`src/verilog/streamer_config.svh`:
```
// Tensor streamer configuration
`ifndef STREAMER_CONFIG_SVH
`define STREAMER_CONFIG_SVH

// Memory word address width
`define STREAMER_ADDR_W 16

// Memory and stream data width
`define STREAMER_DATA_W 64

// Transfer length counter width
`define STREAMER_LEN_W 12

// Load channel FIFO depth
`define STREAMER_LOAD_DEPTH 4

// Store channel FIFO depth
`define STREAMER_STORE_DEPTH 2

// Arbiter inputs, ordered X, W, Y, Z
`define STREAMER_N_PORTS 4

`endif

```
`src/verilog/streamer_pkg.sv`:
```
// Tensor streamer types
`include "streamer_config.svh"

package streamer_pkg;

  typedef enum logic {
    CAST_FP16 = 1'b0,
    CAST_FP8  = 1'b1
  } cast_mode_e;

  // One memory word as four FP16 lanes or as four E5M2 lanes
  // in the low half
  typedef union packed {
    logic [3:0][15:0] fp16;
    struct packed {
      logic [31:0]     pad;
      logic [3:0][7:0] lane;
    } fp8;
  } mem_word_u;

  typedef struct packed {
    logic [`STREAMER_ADDR_W-1:0] base;
    logic [`STREAMER_ADDR_W-1:0] stride;
    logic [`STREAMER_LEN_W-1:0]  len;
  } chan_ctrl_t;

  typedef struct packed {
    chan_ctrl_t x;
    chan_ctrl_t w;
    chan_ctrl_t y;
    chan_ctrl_t z;
    cast_mode_e cast_mode;
  } streamer_ctrl_t;

  typedef struct packed {
    logic x_done;
    logic w_done;
    logic y_done;
    logic z_done;
  } streamer_flags_t;

  // wen low means write
  typedef struct packed {
    logic                        req;
    logic                        wen;
    logic [`STREAMER_ADDR_W-1:0] addr;
    logic [`STREAMER_DATA_W-1:0] wdata;
  } mem_req_t;

  typedef struct packed {
    logic                        gnt;
    logic                        r_valid;
    logic [`STREAMER_DATA_W-1:0] r_data;
  } mem_rsp_t;

  typedef struct packed {
    logic                        valid;
    logic [`STREAMER_DATA_W-1:0] data;
    logic                        last;
  } stream_t;

endpackage

```
`src/verilog/stream_fifo.sv`:
```
// Synchronous stream FIFO
`timescale 1ns/10ps

module stream_fifo #(
  parameter int unsigned DEPTH = 4,
  parameter int unsigned WIDTH = 64
) (
  input  logic                       clk_i,
  input  logic                       rst_n_i,
  input  logic                       clear_i,
  input  logic                       push_i,
  input  logic [WIDTH-1:0]           data_i,
  output logic                       full_o,
  input  logic                       pop_i,
  output logic [WIDTH-1:0]           data_o,
  output logic                       empty_o,
  output logic [$clog2(DEPTH+1)-1:0] free_o
);

  localparam int unsigned PTR_W = (DEPTH > 1) ? $clog2(DEPTH) : 1;
  localparam int unsigned CNT_W = $clog2(DEPTH + 1);

  logic [WIDTH-1:0] mem_q [DEPTH];
  logic [PTR_W-1:0] wr_ptr_q;
  logic [PTR_W-1:0] rd_ptr_q;
  logic [CNT_W-1:0] count_q;
  logic             do_push;
  logic             do_pop;

  // Pointers wrap at DEPTH, which need not be a power of two
  function automatic logic [PTR_W-1:0] ptr_inc(logic [PTR_W-1:0] ptr);
    return (ptr == PTR_W'(DEPTH - 1)) ? '0 : ptr + 1'b1;
  endfunction

  assign full_o  = (count_q == CNT_W'(DEPTH));
  assign empty_o = (count_q == '0);
  assign free_o  = CNT_W'(DEPTH) - count_q;
  assign data_o  = mem_q[rd_ptr_q];

  assign do_push = push_i & ~full_o;
  assign do_pop  = pop_i & ~empty_o;

  always_ff @(posedge clk_i) begin
    if (!rst_n_i || clear_i) begin
      wr_ptr_q <= '0;
      rd_ptr_q <= '0;
      count_q  <= '0;
    end else begin
      if (do_push) begin
        wr_ptr_q <= ptr_inc(wr_ptr_q);
      end
      if (do_pop) begin
        rd_ptr_q <= ptr_inc(rd_ptr_q);
      end
      count_q <= count_q + CNT_W'(do_push) - CNT_W'(do_pop);
    end
  end

  always_ff @(posedge clk_i) begin
    if (do_push) begin
      mem_q[wr_ptr_q] <= data_i;
    end
  end

endmodule

```
`src/verilog/load_source.sv`:
```
// Load channel source
`timescale 1ns/10ps
`include "streamer_config.svh"

module load_source (
  input  logic                        clk_i,
  input  logic                        rst_n_i,
  input  logic                        start_i,
  input  streamer_pkg::chan_ctrl_t    ctrl_i,
  input  streamer_pkg::cast_mode_e    cast_mode_i,
  output streamer_pkg::mem_req_t      req_o,
  input  logic                        gnt_i,
  input  logic                        rvalid_i,
  input  logic [`STREAMER_DATA_W-1:0] rdata_i,
  output streamer_pkg::stream_t       stream_o,
  input  logic                        ready_i,
  output logic                        done_o
);

  import streamer_pkg::*;

  localparam int unsigned CNT_W = $clog2(`STREAMER_LOAD_DEPTH + 1);

  chan_ctrl_t                  cfg_q;
  cast_mode_e                  mode_q;
  logic                        active_q;
  logic [`STREAMER_ADDR_W-1:0] addr_q;
  logic [`STREAMER_LEN_W-1:0]  issued_q;
  logic [`STREAMER_LEN_W-1:0]  beats_q;
  logic [CNT_W-1:0]            inflight_q;
  logic [CNT_W-1:0]            fifo_free;
  logic                        fifo_empty;
  logic [`STREAMER_DATA_W-1:0] fifo_dout;
  mem_word_u                   raw_word;
  mem_word_u                   cast_word;
  logic                        credit_ok;
  logic                        issue;
  logic                        pop;
  logic                        last_beat;

  // Credit is free FIFO slots minus reads still in flight
  assign credit_ok = fifo_free > inflight_q;

  assign req_o.req   = active_q & (issued_q != cfg_q.len) & credit_ok;
  assign req_o.wen   = 1'b1;
  assign req_o.addr  = addr_q;
  assign req_o.wdata = '0;
  assign issue       = req_o.req & gnt_i;

  always_ff @(posedge clk_i) begin
    if (!rst_n_i) begin
      cfg_q      <= '0;
      mode_q     <= CAST_FP16;
      active_q   <= 1'b0;
      issued_q   <= '0;
      beats_q    <= '0;
      inflight_q <= '0;
    end else if (start_i) begin
      cfg_q      <= ctrl_i;
      mode_q     <= cast_mode_i;
      active_q   <= (ctrl_i.len != '0);
      issued_q   <= '0;
      beats_q    <= '0;
      inflight_q <= '0;
    end else begin
      inflight_q <= inflight_q + CNT_W'(issue) - CNT_W'(rvalid_i);
      if (issue) begin
        issued_q <= issued_q + 1'b1;
      end
      if (pop) begin
        beats_q <= beats_q + 1'b1;
      end
      if (done_o) begin
        active_q <= 1'b0;
      end
    end
  end

  // Word address walks base + k * stride
  always_ff @(posedge clk_i) begin
    if (start_i) begin
      addr_q <= ctrl_i.base;
    end else if (issue) begin
      addr_q <= addr_q + cfg_q.stride;
    end
  end

  stream_fifo #(
    .DEPTH ( `STREAMER_LOAD_DEPTH ),
    .WIDTH ( `STREAMER_DATA_W     )
  ) i_load_fifo (
    .clk_i   ( clk_i      ),
    .rst_n_i ( rst_n_i    ),
    .clear_i ( start_i    ),
    .push_i  ( rvalid_i   ),
    .data_i  ( rdata_i    ),
    .full_o  (            ),
    .pop_i   ( pop        ),
    .data_o  ( fifo_dout  ),
    .empty_o ( fifo_empty ),
    .free_o  ( fifo_free  )
  );

  // Input cast widens E5M2 to FP16 by appending a zero byte
  assign raw_word = fifo_dout;

  always_comb begin
    cast_word = raw_word;
    if (mode_q == CAST_FP8) begin
      for (int i = 0; i < 4; i++) begin
        cast_word.fp16[i] = {raw_word.fp8.lane[i], 8'h00};
      end
    end
  end

  assign last_beat = (beats_q == cfg_q.len - 1'b1);

  assign stream_o.valid = ~fifo_empty;
  assign stream_o.data  = cast_word;
  assign stream_o.last  = ~fifo_empty & last_beat;

  assign pop    = stream_o.valid & ready_i;
  assign done_o = pop & last_beat;

endmodule

```
`src/verilog/store_sink.sv`:
```
// Store channel sink
`timescale 1ns/10ps
`include "streamer_config.svh"

module store_sink (
  input  logic                     clk_i,
  input  logic                     rst_n_i,
  input  logic                     start_i,
  input  streamer_pkg::chan_ctrl_t ctrl_i,
  input  streamer_pkg::cast_mode_e cast_mode_i,
  input  streamer_pkg::stream_t    stream_i,
  output logic                     ready_o,
  output streamer_pkg::mem_req_t   req_o,
  input  logic                     gnt_i,
  output logic                     done_o
);

  import streamer_pkg::*;

  chan_ctrl_t                  cfg_q;
  cast_mode_e                  mode_q;
  logic                        active_q;
  logic [`STREAMER_ADDR_W-1:0] addr_q;
  logic [`STREAMER_LEN_W-1:0]  taken_q;
  logic [`STREAMER_LEN_W-1:0]  written_q;
  mem_word_u                   in_word;
  mem_word_u                   out_word;
  logic                        fifo_full;
  logic                        fifo_empty;
  logic [`STREAMER_DATA_W-1:0] fifo_dout;
  logic                        accept;
  logic                        write;

  // Take beats only inside a job and while there is room
  assign ready_o = active_q & (taken_q != cfg_q.len) & ~fifo_full;
  assign accept  = stream_i.valid & ready_o;

  // Output cast keeps the upper byte of each FP16 lane as E5M2
  assign in_word = stream_i.data;

  always_comb begin
    out_word = in_word;
    if (mode_q == CAST_FP8) begin
      out_word.fp8.pad = '0;
      for (int i = 0; i < 4; i++) begin
        out_word.fp8.lane[i] = in_word.fp16[i][15:8];
      end
    end
  end

  stream_fifo #(
    .DEPTH ( `STREAMER_STORE_DEPTH ),
    .WIDTH ( `STREAMER_DATA_W      )
  ) i_store_fifo (
    .clk_i   ( clk_i      ),
    .rst_n_i ( rst_n_i    ),
    .clear_i ( start_i    ),
    .push_i  ( accept     ),
    .data_i  ( out_word   ),
    .full_o  ( fifo_full  ),
    .pop_i   ( write      ),
    .data_o  ( fifo_dout  ),
    .empty_o ( fifo_empty ),
    .free_o  (            )
  );

  assign req_o.req   = ~fifo_empty;
  assign req_o.wen   = 1'b0;
  assign req_o.addr  = addr_q;
  assign req_o.wdata = fifo_dout;
  assign write       = req_o.req & gnt_i;

  // Final write granted
  assign done_o = write & (written_q == cfg_q.len - 1'b1);

  always_ff @(posedge clk_i) begin
    if (!rst_n_i) begin
      cfg_q     <= '0;
      mode_q    <= CAST_FP16;
      active_q  <= 1'b0;
      taken_q   <= '0;
      written_q <= '0;
    end else if (start_i) begin
      cfg_q     <= ctrl_i;
      mode_q    <= cast_mode_i;
      active_q  <= (ctrl_i.len != '0);
      taken_q   <= '0;
      written_q <= '0;
    end else begin
      if (accept) begin
        taken_q <= taken_q + 1'b1;
      end
      if (write) begin
        written_q <= written_q + 1'b1;
      end
      if (done_o) begin
        active_q <= 1'b0;
      end
    end
  end

  always_ff @(posedge clk_i) begin
    if (start_i) begin
      addr_q <= ctrl_i.base;
    end else if (write) begin
      addr_q <= addr_q + cfg_q.stride;
    end
  end

endmodule

```
`src/verilog/tcdm_arbiter.sv`:
```
// Memory port arbiter
`timescale 1ns/10ps
`include "streamer_config.svh"

module tcdm_arbiter (
  input  logic                                            clk_i,
  input  logic                                            rst_n_i,
  input  streamer_pkg::mem_req_t [`STREAMER_N_PORTS-1:0] port_req_i,
  output logic [`STREAMER_N_PORTS-1:0]                    port_gnt_o,
  output logic [`STREAMER_N_PORTS-1:0]                    port_rvalid_o,
  output logic [`STREAMER_DATA_W-1:0]                     port_rdata_o,
  output streamer_pkg::mem_req_t                          mem_req_o,
  input  streamer_pkg::mem_rsp_t                          mem_rsp_i
);

  localparam int unsigned N  = `STREAMER_N_PORTS;
  localparam int unsigned PW = $clog2(N);
  // Three round-robin slots, X, W and the Y/Z pair
  localparam int unsigned N_SLOTS = 3;
  localparam int unsigned P_X = 0;
  localparam int unsigned P_W = 1;
  localparam int unsigned P_Y = 2;
  localparam int unsigned P_Z = 3;

  logic [N_SLOTS-1:0] slot_req;
  logic [1:0]         rr_ptr_q;
  logic [1:0]         slot_pick;
  logic [1:0]         grant_slot;
  logic [PW-1:0]      port_pick;
  logic [PW-1:0]      sel_port;
  logic [PW-1:0]      lock_port_q;
  logic [PW-1:0]      rd_port_q;
  logic               any_req;
  logic               lock_q;
  logic               granted;
  logic               rd_pend_q;

  function automatic logic [1:0] slot_add(logic [1:0] base, logic [1:0] k);
    logic [2:0] sum;
    sum = {1'b0, base} + {1'b0, k};
    return (sum >= 3'd3) ? 2'(sum - 3'd3) : sum[1:0];
  endfunction

  assign slot_req = {port_req_i[P_Z].req | port_req_i[P_Y].req,
                     port_req_i[P_W].req,
                     port_req_i[P_X].req};
  assign any_req  = |slot_req;

  // First requesting slot at or after the pointer
  always_comb begin
    slot_pick = rr_ptr_q;
    for (int k = N_SLOTS - 1; k >= 0; k--) begin
      if (slot_req[slot_add(rr_ptr_q, 2'(k))]) begin
        slot_pick = slot_add(rr_ptr_q, 2'(k));
      end
    end
  end

  // Z wins over Y inside the shared slot
  always_comb begin
    case (slot_pick)
      2'd0:    port_pick = PW'(P_X);
      2'd1:    port_pick = PW'(P_W);
      default: port_pick = port_req_i[P_Z].req ? PW'(P_Z) : PW'(P_Y);
    endcase
  end

  // A stalled request keeps the port until it is granted
  assign sel_port   = lock_q ? lock_port_q : port_pick;
  assign grant_slot = (sel_port >= PW'(P_Y)) ? 2'd2 : 2'(sel_port);

  assign mem_req_o = any_req ? port_req_i[sel_port] : '0;
  assign granted   = mem_req_o.req & mem_rsp_i.gnt;

  assign port_gnt_o    = {N{granted}} & (N'(1) << sel_port);
  assign port_rvalid_o = {N{mem_rsp_i.r_valid & rd_pend_q}} & (N'(1) << rd_port_q);
  assign port_rdata_o  = mem_rsp_i.r_data;

  always_ff @(posedge clk_i) begin
    if (!rst_n_i) begin
      rr_ptr_q    <= '0;
      lock_q      <= 1'b0;
      lock_port_q <= '0;
      rd_pend_q   <= 1'b0;
      rd_port_q   <= '0;
    end else begin
      lock_q      <= mem_req_o.req & ~mem_rsp_i.gnt;
      lock_port_q <= sel_port;
      // Owner of the read data due next cycle
      rd_pend_q   <= granted & mem_req_o.wen;
      rd_port_q   <= sel_port;
      if (granted) begin
        rr_ptr_q <= slot_add(grant_slot, 2'd1);
      end
    end
  end

endmodule

```
`src/verilog/tensor_streamer.sv`:
```
// Tensor streamer top level
`timescale 1ns/10ps
`include "streamer_config.svh"

module tensor_streamer (
  input  logic                         clk_i,
  input  logic                         rst_n_i,
  input  logic                         start_i,
  input  streamer_pkg::streamer_ctrl_t ctrl_i,
  output streamer_pkg::stream_t        x_stream_o,
  output streamer_pkg::stream_t        w_stream_o,
  output streamer_pkg::stream_t        y_stream_o,
  input  logic                         x_ready_i,
  input  logic                         w_ready_i,
  input  logic                         y_ready_i,
  input  streamer_pkg::stream_t        z_stream_i,
  output logic                         z_ready_o,
  output streamer_pkg::mem_req_t       mem_req_o,
  input  streamer_pkg::mem_rsp_t       mem_rsp_i,
  output streamer_pkg::streamer_flags_t flags_o
);

  import streamer_pkg::*;

  // Load channels take the first arbiter ports, the store channel the last
  localparam int unsigned N_LOAD = `STREAMER_N_PORTS - 1;
  localparam int unsigned Z_PORT = `STREAMER_N_PORTS - 1;

  mem_req_t [`STREAMER_N_PORTS-1:0] port_req;
  logic [`STREAMER_N_PORTS-1:0]     port_gnt;
  logic [`STREAMER_N_PORTS-1:0]     port_rvalid;
  logic [`STREAMER_DATA_W-1:0]      port_rdata;

  chan_ctrl_t [N_LOAD-1:0] load_ctrl;
  stream_t [N_LOAD-1:0]    load_stream;
  logic [N_LOAD-1:0]       load_ready;
  logic [N_LOAD-1:0]       load_done;
  logic                    store_done;

  // Index 0 is X, 1 is W, 2 is Y
  assign load_ctrl  = {ctrl_i.y, ctrl_i.w, ctrl_i.x};
  assign load_ready = {y_ready_i, w_ready_i, x_ready_i};

  assign x_stream_o = load_stream[0];
  assign w_stream_o = load_stream[1];
  assign y_stream_o = load_stream[2];

  for (genvar i = 0; i < N_LOAD; i++) begin : gen_load
    load_source i_load_source (
      .clk_i       ( clk_i            ),
      .rst_n_i     ( rst_n_i          ),
      .start_i     ( start_i          ),
      .ctrl_i      ( load_ctrl[i]     ),
      .cast_mode_i ( ctrl_i.cast_mode ),
      .req_o       ( port_req[i]      ),
      .gnt_i       ( port_gnt[i]      ),
      .rvalid_i    ( port_rvalid[i]   ),
      .rdata_i     ( port_rdata       ),
      .stream_o    ( load_stream[i]   ),
      .ready_i     ( load_ready[i]    ),
      .done_o      ( load_done[i]     )
    );
  end

  store_sink i_store_sink (
    .clk_i       ( clk_i              ),
    .rst_n_i     ( rst_n_i            ),
    .start_i     ( start_i            ),
    .ctrl_i      ( ctrl_i.z           ),
    .cast_mode_i ( ctrl_i.cast_mode   ),
    .stream_i    ( z_stream_i         ),
    .ready_o     ( z_ready_o          ),
    .req_o       ( port_req[Z_PORT]   ),
    .gnt_i       ( port_gnt[Z_PORT]   ),
    .done_o      ( store_done         )
  );

  tcdm_arbiter i_tcdm_arbiter (
    .clk_i         ( clk_i       ),
    .rst_n_i       ( rst_n_i     ),
    .port_req_i    ( port_req    ),
    .port_gnt_o    ( port_gnt    ),
    .port_rvalid_o ( port_rvalid ),
    .port_rdata_o  ( port_rdata  ),
    .mem_req_o     ( mem_req_o   ),
    .mem_rsp_i     ( mem_rsp_i   )
  );

  assign flags_o.x_done = load_done[0];
  assign flags_o.w_done = load_done[1];
  assign flags_o.y_done = load_done[2];
  assign flags_o.z_done = store_done;

endmodule

```
`config.mk`:
```
export PLATFORM = sky130hd
export DESIGN_NAME = tensor_streamer
export DESIGN_NICKNAME = d
export VERILOG_FILES = /design/src/verilog/streamer_pkg.sv /design/src/verilog/stream_fifo.sv /design/src/verilog/load_source.sv /design/src/verilog/store_sink.sv /design/src/verilog/tcdm_arbiter.sv /design/src/verilog/tensor_streamer.sv
export VERILOG_INCLUDE_DIRS = /design/src /design/src/verilog
export SDC_FILE = /design/constraint.sdc
export NUM_CORES = 2
export LEC_CHECK = 0
export BUFFER_PORTS_ARGS = -buffer_cell sky130_fd_sc_hd__buf_4
export CAP_MARGIN = 20
export CORE_ASPECT_RATIO = 1.2
export CORE_MARGIN = 5
export CORE_UTILIZATION = 54
export CTS_BUF_LIST = sky130_fd_sc_hd__clkbuf_16
export CTS_CLUSTER_SIZE = 40
export DETAILED_ROUTE_END_ITERATION = 6
export PLACE_DENSITY_LB_ADDON = 0.2
export SLEW_MARGIN = 10
export SYNTH_ARGS = -nofsm -noshare
export SYNTH_HDL_FRONTEND = slang
export SYNTH_HIERARCHICAL = 1
export SYNTH_SLANG_ARGS = --single-unit
```
`constraint.sdc`:
```
create_clock -name clk_i -period 5.4 [get_ports clk_i]
set_clock_uncertainty 0.1 [all_clocks]
set_input_delay 0.81 -clock clk_i [delete_from_list [all_inputs] [get_ports clk_i]]
set_output_delay 0.81 -clock clk_i [all_outputs]
set_load 0.01 [all_outputs]
```
==> results.ini <==
[clock_tree]
insertion_delay_ns = 0.75
htree_num_levels = 3
root_buffer = sky130_fd_sc_hd__clkbuf_16
cts.hold.buffers_added = 0
cts_sinks = 1223
cts-buffers-inserted = 119
clkSlewWorstSetupHoldPaths_ns = 0.07
cts_tree = built
cts_buffer_depth = 3

[status]
failing_checks = negative setup slack
outcome = complete, but fails checks

[final_layout]
finalNonFillerCells = 6596
layout.cells.most_common = sky130_fd_sc_hd__edfxtp_1
layout-area-overhead-vs-synth_pct = 17.5
final_layout_size_suffix_gt1_share_pct = 29.4
nNetsFinal = 5518
final_cell_mix = sky130_fd_sc_hd__edfxtp_1, sky130_fd_sc_hd__buf_4, sky130_fd_sc_hd__nand2_1
design_area_sq_um = 70100
fillers = 8234

[detailed_routing]
finalWirelength_mm = 164
drc = 0
dr.pass1.iters = 5
drt_iter0_markers = 3198
wl_per_cell_um = 24.9
detailroute.via_count = 37900
ant_nets = 0
drt-vias-per-instance = 5.74

[floorplan]
initial_core_utilization_pct = 54.4
fp.dieW_um = 313
count_of_pins_on_the_block_boundary = 600
core.rowCount = 133
fp.coreArea_sq_um = 110000
dieHeight_um = 374
die-area_sq_um = 117000

[global_route]
antenna_violations_before_repair = 14
global_route.overflow_total = 0
first_pass_grt_wire_length_mm = 237
globalRouteTotalUtil_pct = 26.5
grt_max_degree = 102
via_count_of_the_first_global_routing_pass = 37400

[worst_setup_path]
cp-end-kind = output port
timing.critical_path.fanout_max = 4
r2r_setup_slack_ns = -0.02
data_arrival_critical_path_ns = 4.58
worstReg2RegEnd = gen_load[1].i_load_source/inflight_q[2]
reg2regPathDepth = 28
worst-endpoint-required_ns = 4.49
critPathKind = register to output port
crit-reg2reg-launch = gen_load[1].i_load_source/i_load_fifo/count_q[0]
cp-start-kind = register

[timing]
grt_setup_unrepaired = true
relSlewSlack_pct = 25.5
setup_viol = 35
post-route-worst-setup-slack_ns = -0.0935
worst_pin_slew_ns = 1.12
finalHoldViolations = 0
timing_max_transition_violations_final = 0
max_freq_mhz = 182
period_share_pct = 102
finalWorstPathRequiredPeriod_ns = 5.49

[place]
place_ws_ns = 0.0837
numPlacedInstances = 6313
port_buffers = 598
place.gp.congestion = 0.887
post_place_cell_area_sq_um = 64000
hpwl_mm = 105

[min_path]
hold_class = input port to register
worst_hold_path_depth = 3
worstHoldStart = ctrl_i[152]
timing.hold.worst_endpoint = gen_load[0].i_load_source/cfg_q[19]

[power]
total_leakage_power_nw = 25.9
power_density_nw_per_um2 = 441
vdd_ir_drop_max_v = 0.000399
finalPower_mw = 30.9

[run]
drv.max_cap_violation_count = 0

[logic_synthesis]
synth_area_sq_um = 59600
synth_cells = 4523
yosysWarnings = 6
postSynthAreaPerCell_sq_um = 13.2

-- repair_timing --
item,in CTS,in global routing
resized for setup,73,188
pin swaps,25,36
setup buffers,15,19
endpoints found under the setup margin,83,86
cloned,8,13
hold endpoints to repair,0,0
-- worst max-delay path: stages, from the launching register on --
cell and delay (ns):
sky130_fd_sc_hd__dfxtp_2 0.33, sky130_fd_sc_hd__inv_1 0.05, sky130_fd_sc_hd__ha_2 0.18, sky130_fd_sc_hd__ha_1 0.28, sky130_fd_sc_hd__inv_2 0.07, sky130_fd_sc_hd__ha_4 0.20, sky130_fd_sc_hd__nand3_4 0.08, sky130_fd_sc_hd__nand2_4 0.06
sky130_fd_sc_hd__nor3_4 0.31, sky130_fd_sc_hd__mux2i_4 0.14, sky130_fd_sc_hd__a221oi_4 0.36, sky130_fd_sc_hd__a211oi_2 0.13, sky130_fd_sc_hd__and2_1 0.19, sky130_fd_sc_hd__or2_4 0.27, sky130_fd_sc_hd__nor2_4 0.12, sky130_fd_sc_hd__nor2b_4 0.16
sky130_fd_sc_hd__o211ai_1 0.11, sky130_fd_sc_hd__a211oi_2 0.24, sky130_fd_sc_hd__o221ai_2 0.15, sky130_fd_sc_hd__a2111oi_4 0.23, sky130_fd_sc_hd__buf_4 0.21
-- area by class of cell --
type | instances | area (sq um) | area share (%)
tap | 1417 | 1770 | 2.53
sequential | 1223 | 34100 | 48.7
inverter | 108 | 408 | 0.582
timing repair buffer | 736 | 6290 | 8.98
multi-input combinational | 2882 | 23400 | 33.3
clock buffer | 121 | 3030 | 4.32
antenna | 8 | 20.0 | 0.0286
clock inverter | 101 | 1040 | 1.49
-- power breakdown --
part           switching (mW)  internal (mW)  leakage (nW)
Combinational            6.07           5.61          13.0
Clock                    3.67           4.95          2.03
Sequential              0.202           10.4          10.9
-- layer usage --
layer  wire (um)  share of wire, %  global-route usage, %  up-vias
met3       13300               8.1                   5.83      256
met5          69             0.042                      0        -
met1       62700                38                   33.5    19100
met4        5420               3.3                   7.98       10
met2       82400                50                   46.1     1382
li1            -                 -                      -    17200
-- registers in the layout, summed over array words and instances (netlist names), 2 cells and up, named ones only --
| signal | count |
|---|---|
| gen_load.i_load_source/i_load_fifo/rd_ptr_q | 6 |
| i_store_sink/addr_q | 16 |
| gen_load.i_load_source/i_load_fifo/mem_q | 768 |
| i_store_sink/cfg_q | 28 |
| i_store_sink/i_store_fifo/mem_q | 128 |
| i_tcdm_arbiter/lock_port_q | 2 |
| gen_load.i_load_source/addr_q | 48 |
| i_store_sink/taken_q | 12 |
| gen_load.i_load_source/active_q | 3 |
| gen_load.i_load_source/beats_q | 36 |
| gen_load.i_load_source/inflight_q | 9 |
| gen_load.i_load_source/i_load_fifo/count_q | 9 |
| gen_load.i_load_source/issued_q | 36 |
| i_tcdm_arbiter/rr_ptr_q | 2 |
| i_store_sink/i_store_fifo/count_q | 2 |
| gen_load.i_load_source/i_load_fifo/wr_ptr_q | 6 |
| gen_load.i_load_source/mode_q | 3 |
| gen_load.i_load_source/cfg_q | 84 |
| i_store_sink/written_q | 12 |
-- per-stage QoR --
step / setup TNS [ns] / hold slack [ns] / utilization, %
after floorplan: 0 / 0.336 / -
after global placement: 0 / 0.362 / 58.3
after detailed placement: 0 / 0.365 / 58.3
after CTS: -0.359 / 0.157 / 62.6
after global routing: -14.78 / 0.195 / 63.9
final: -1.41 / 0.217 / 63.9
-- worst max path at each step --
stage                                                     startpoint         end  slack [ns]
floorplan           gen_load[2].i_load_source/i_load_fifo/count_q[1]  flags_o[0]       0.005
global placement    gen_load[0].i_load_source/i_load_fifo/count_q[0]  flags_o[0]        0.15
detailed placement  gen_load[0].i_load_source/i_load_fifo/count_q[0]  flags_o[0]        0.08
CTS                 gen_load[0].i_load_source/i_load_fifo/count_q[1]  flags_o[0]       -0.31
global route        gen_load[1].i_load_source/i_load_fifo/count_q[0]  flags_o[0]       -0.34
finish              gen_load[1].i_load_source/i_load_fifo/count_q[0]  flags_o[0]       -0.09
(Power assumes the default switching activity.)
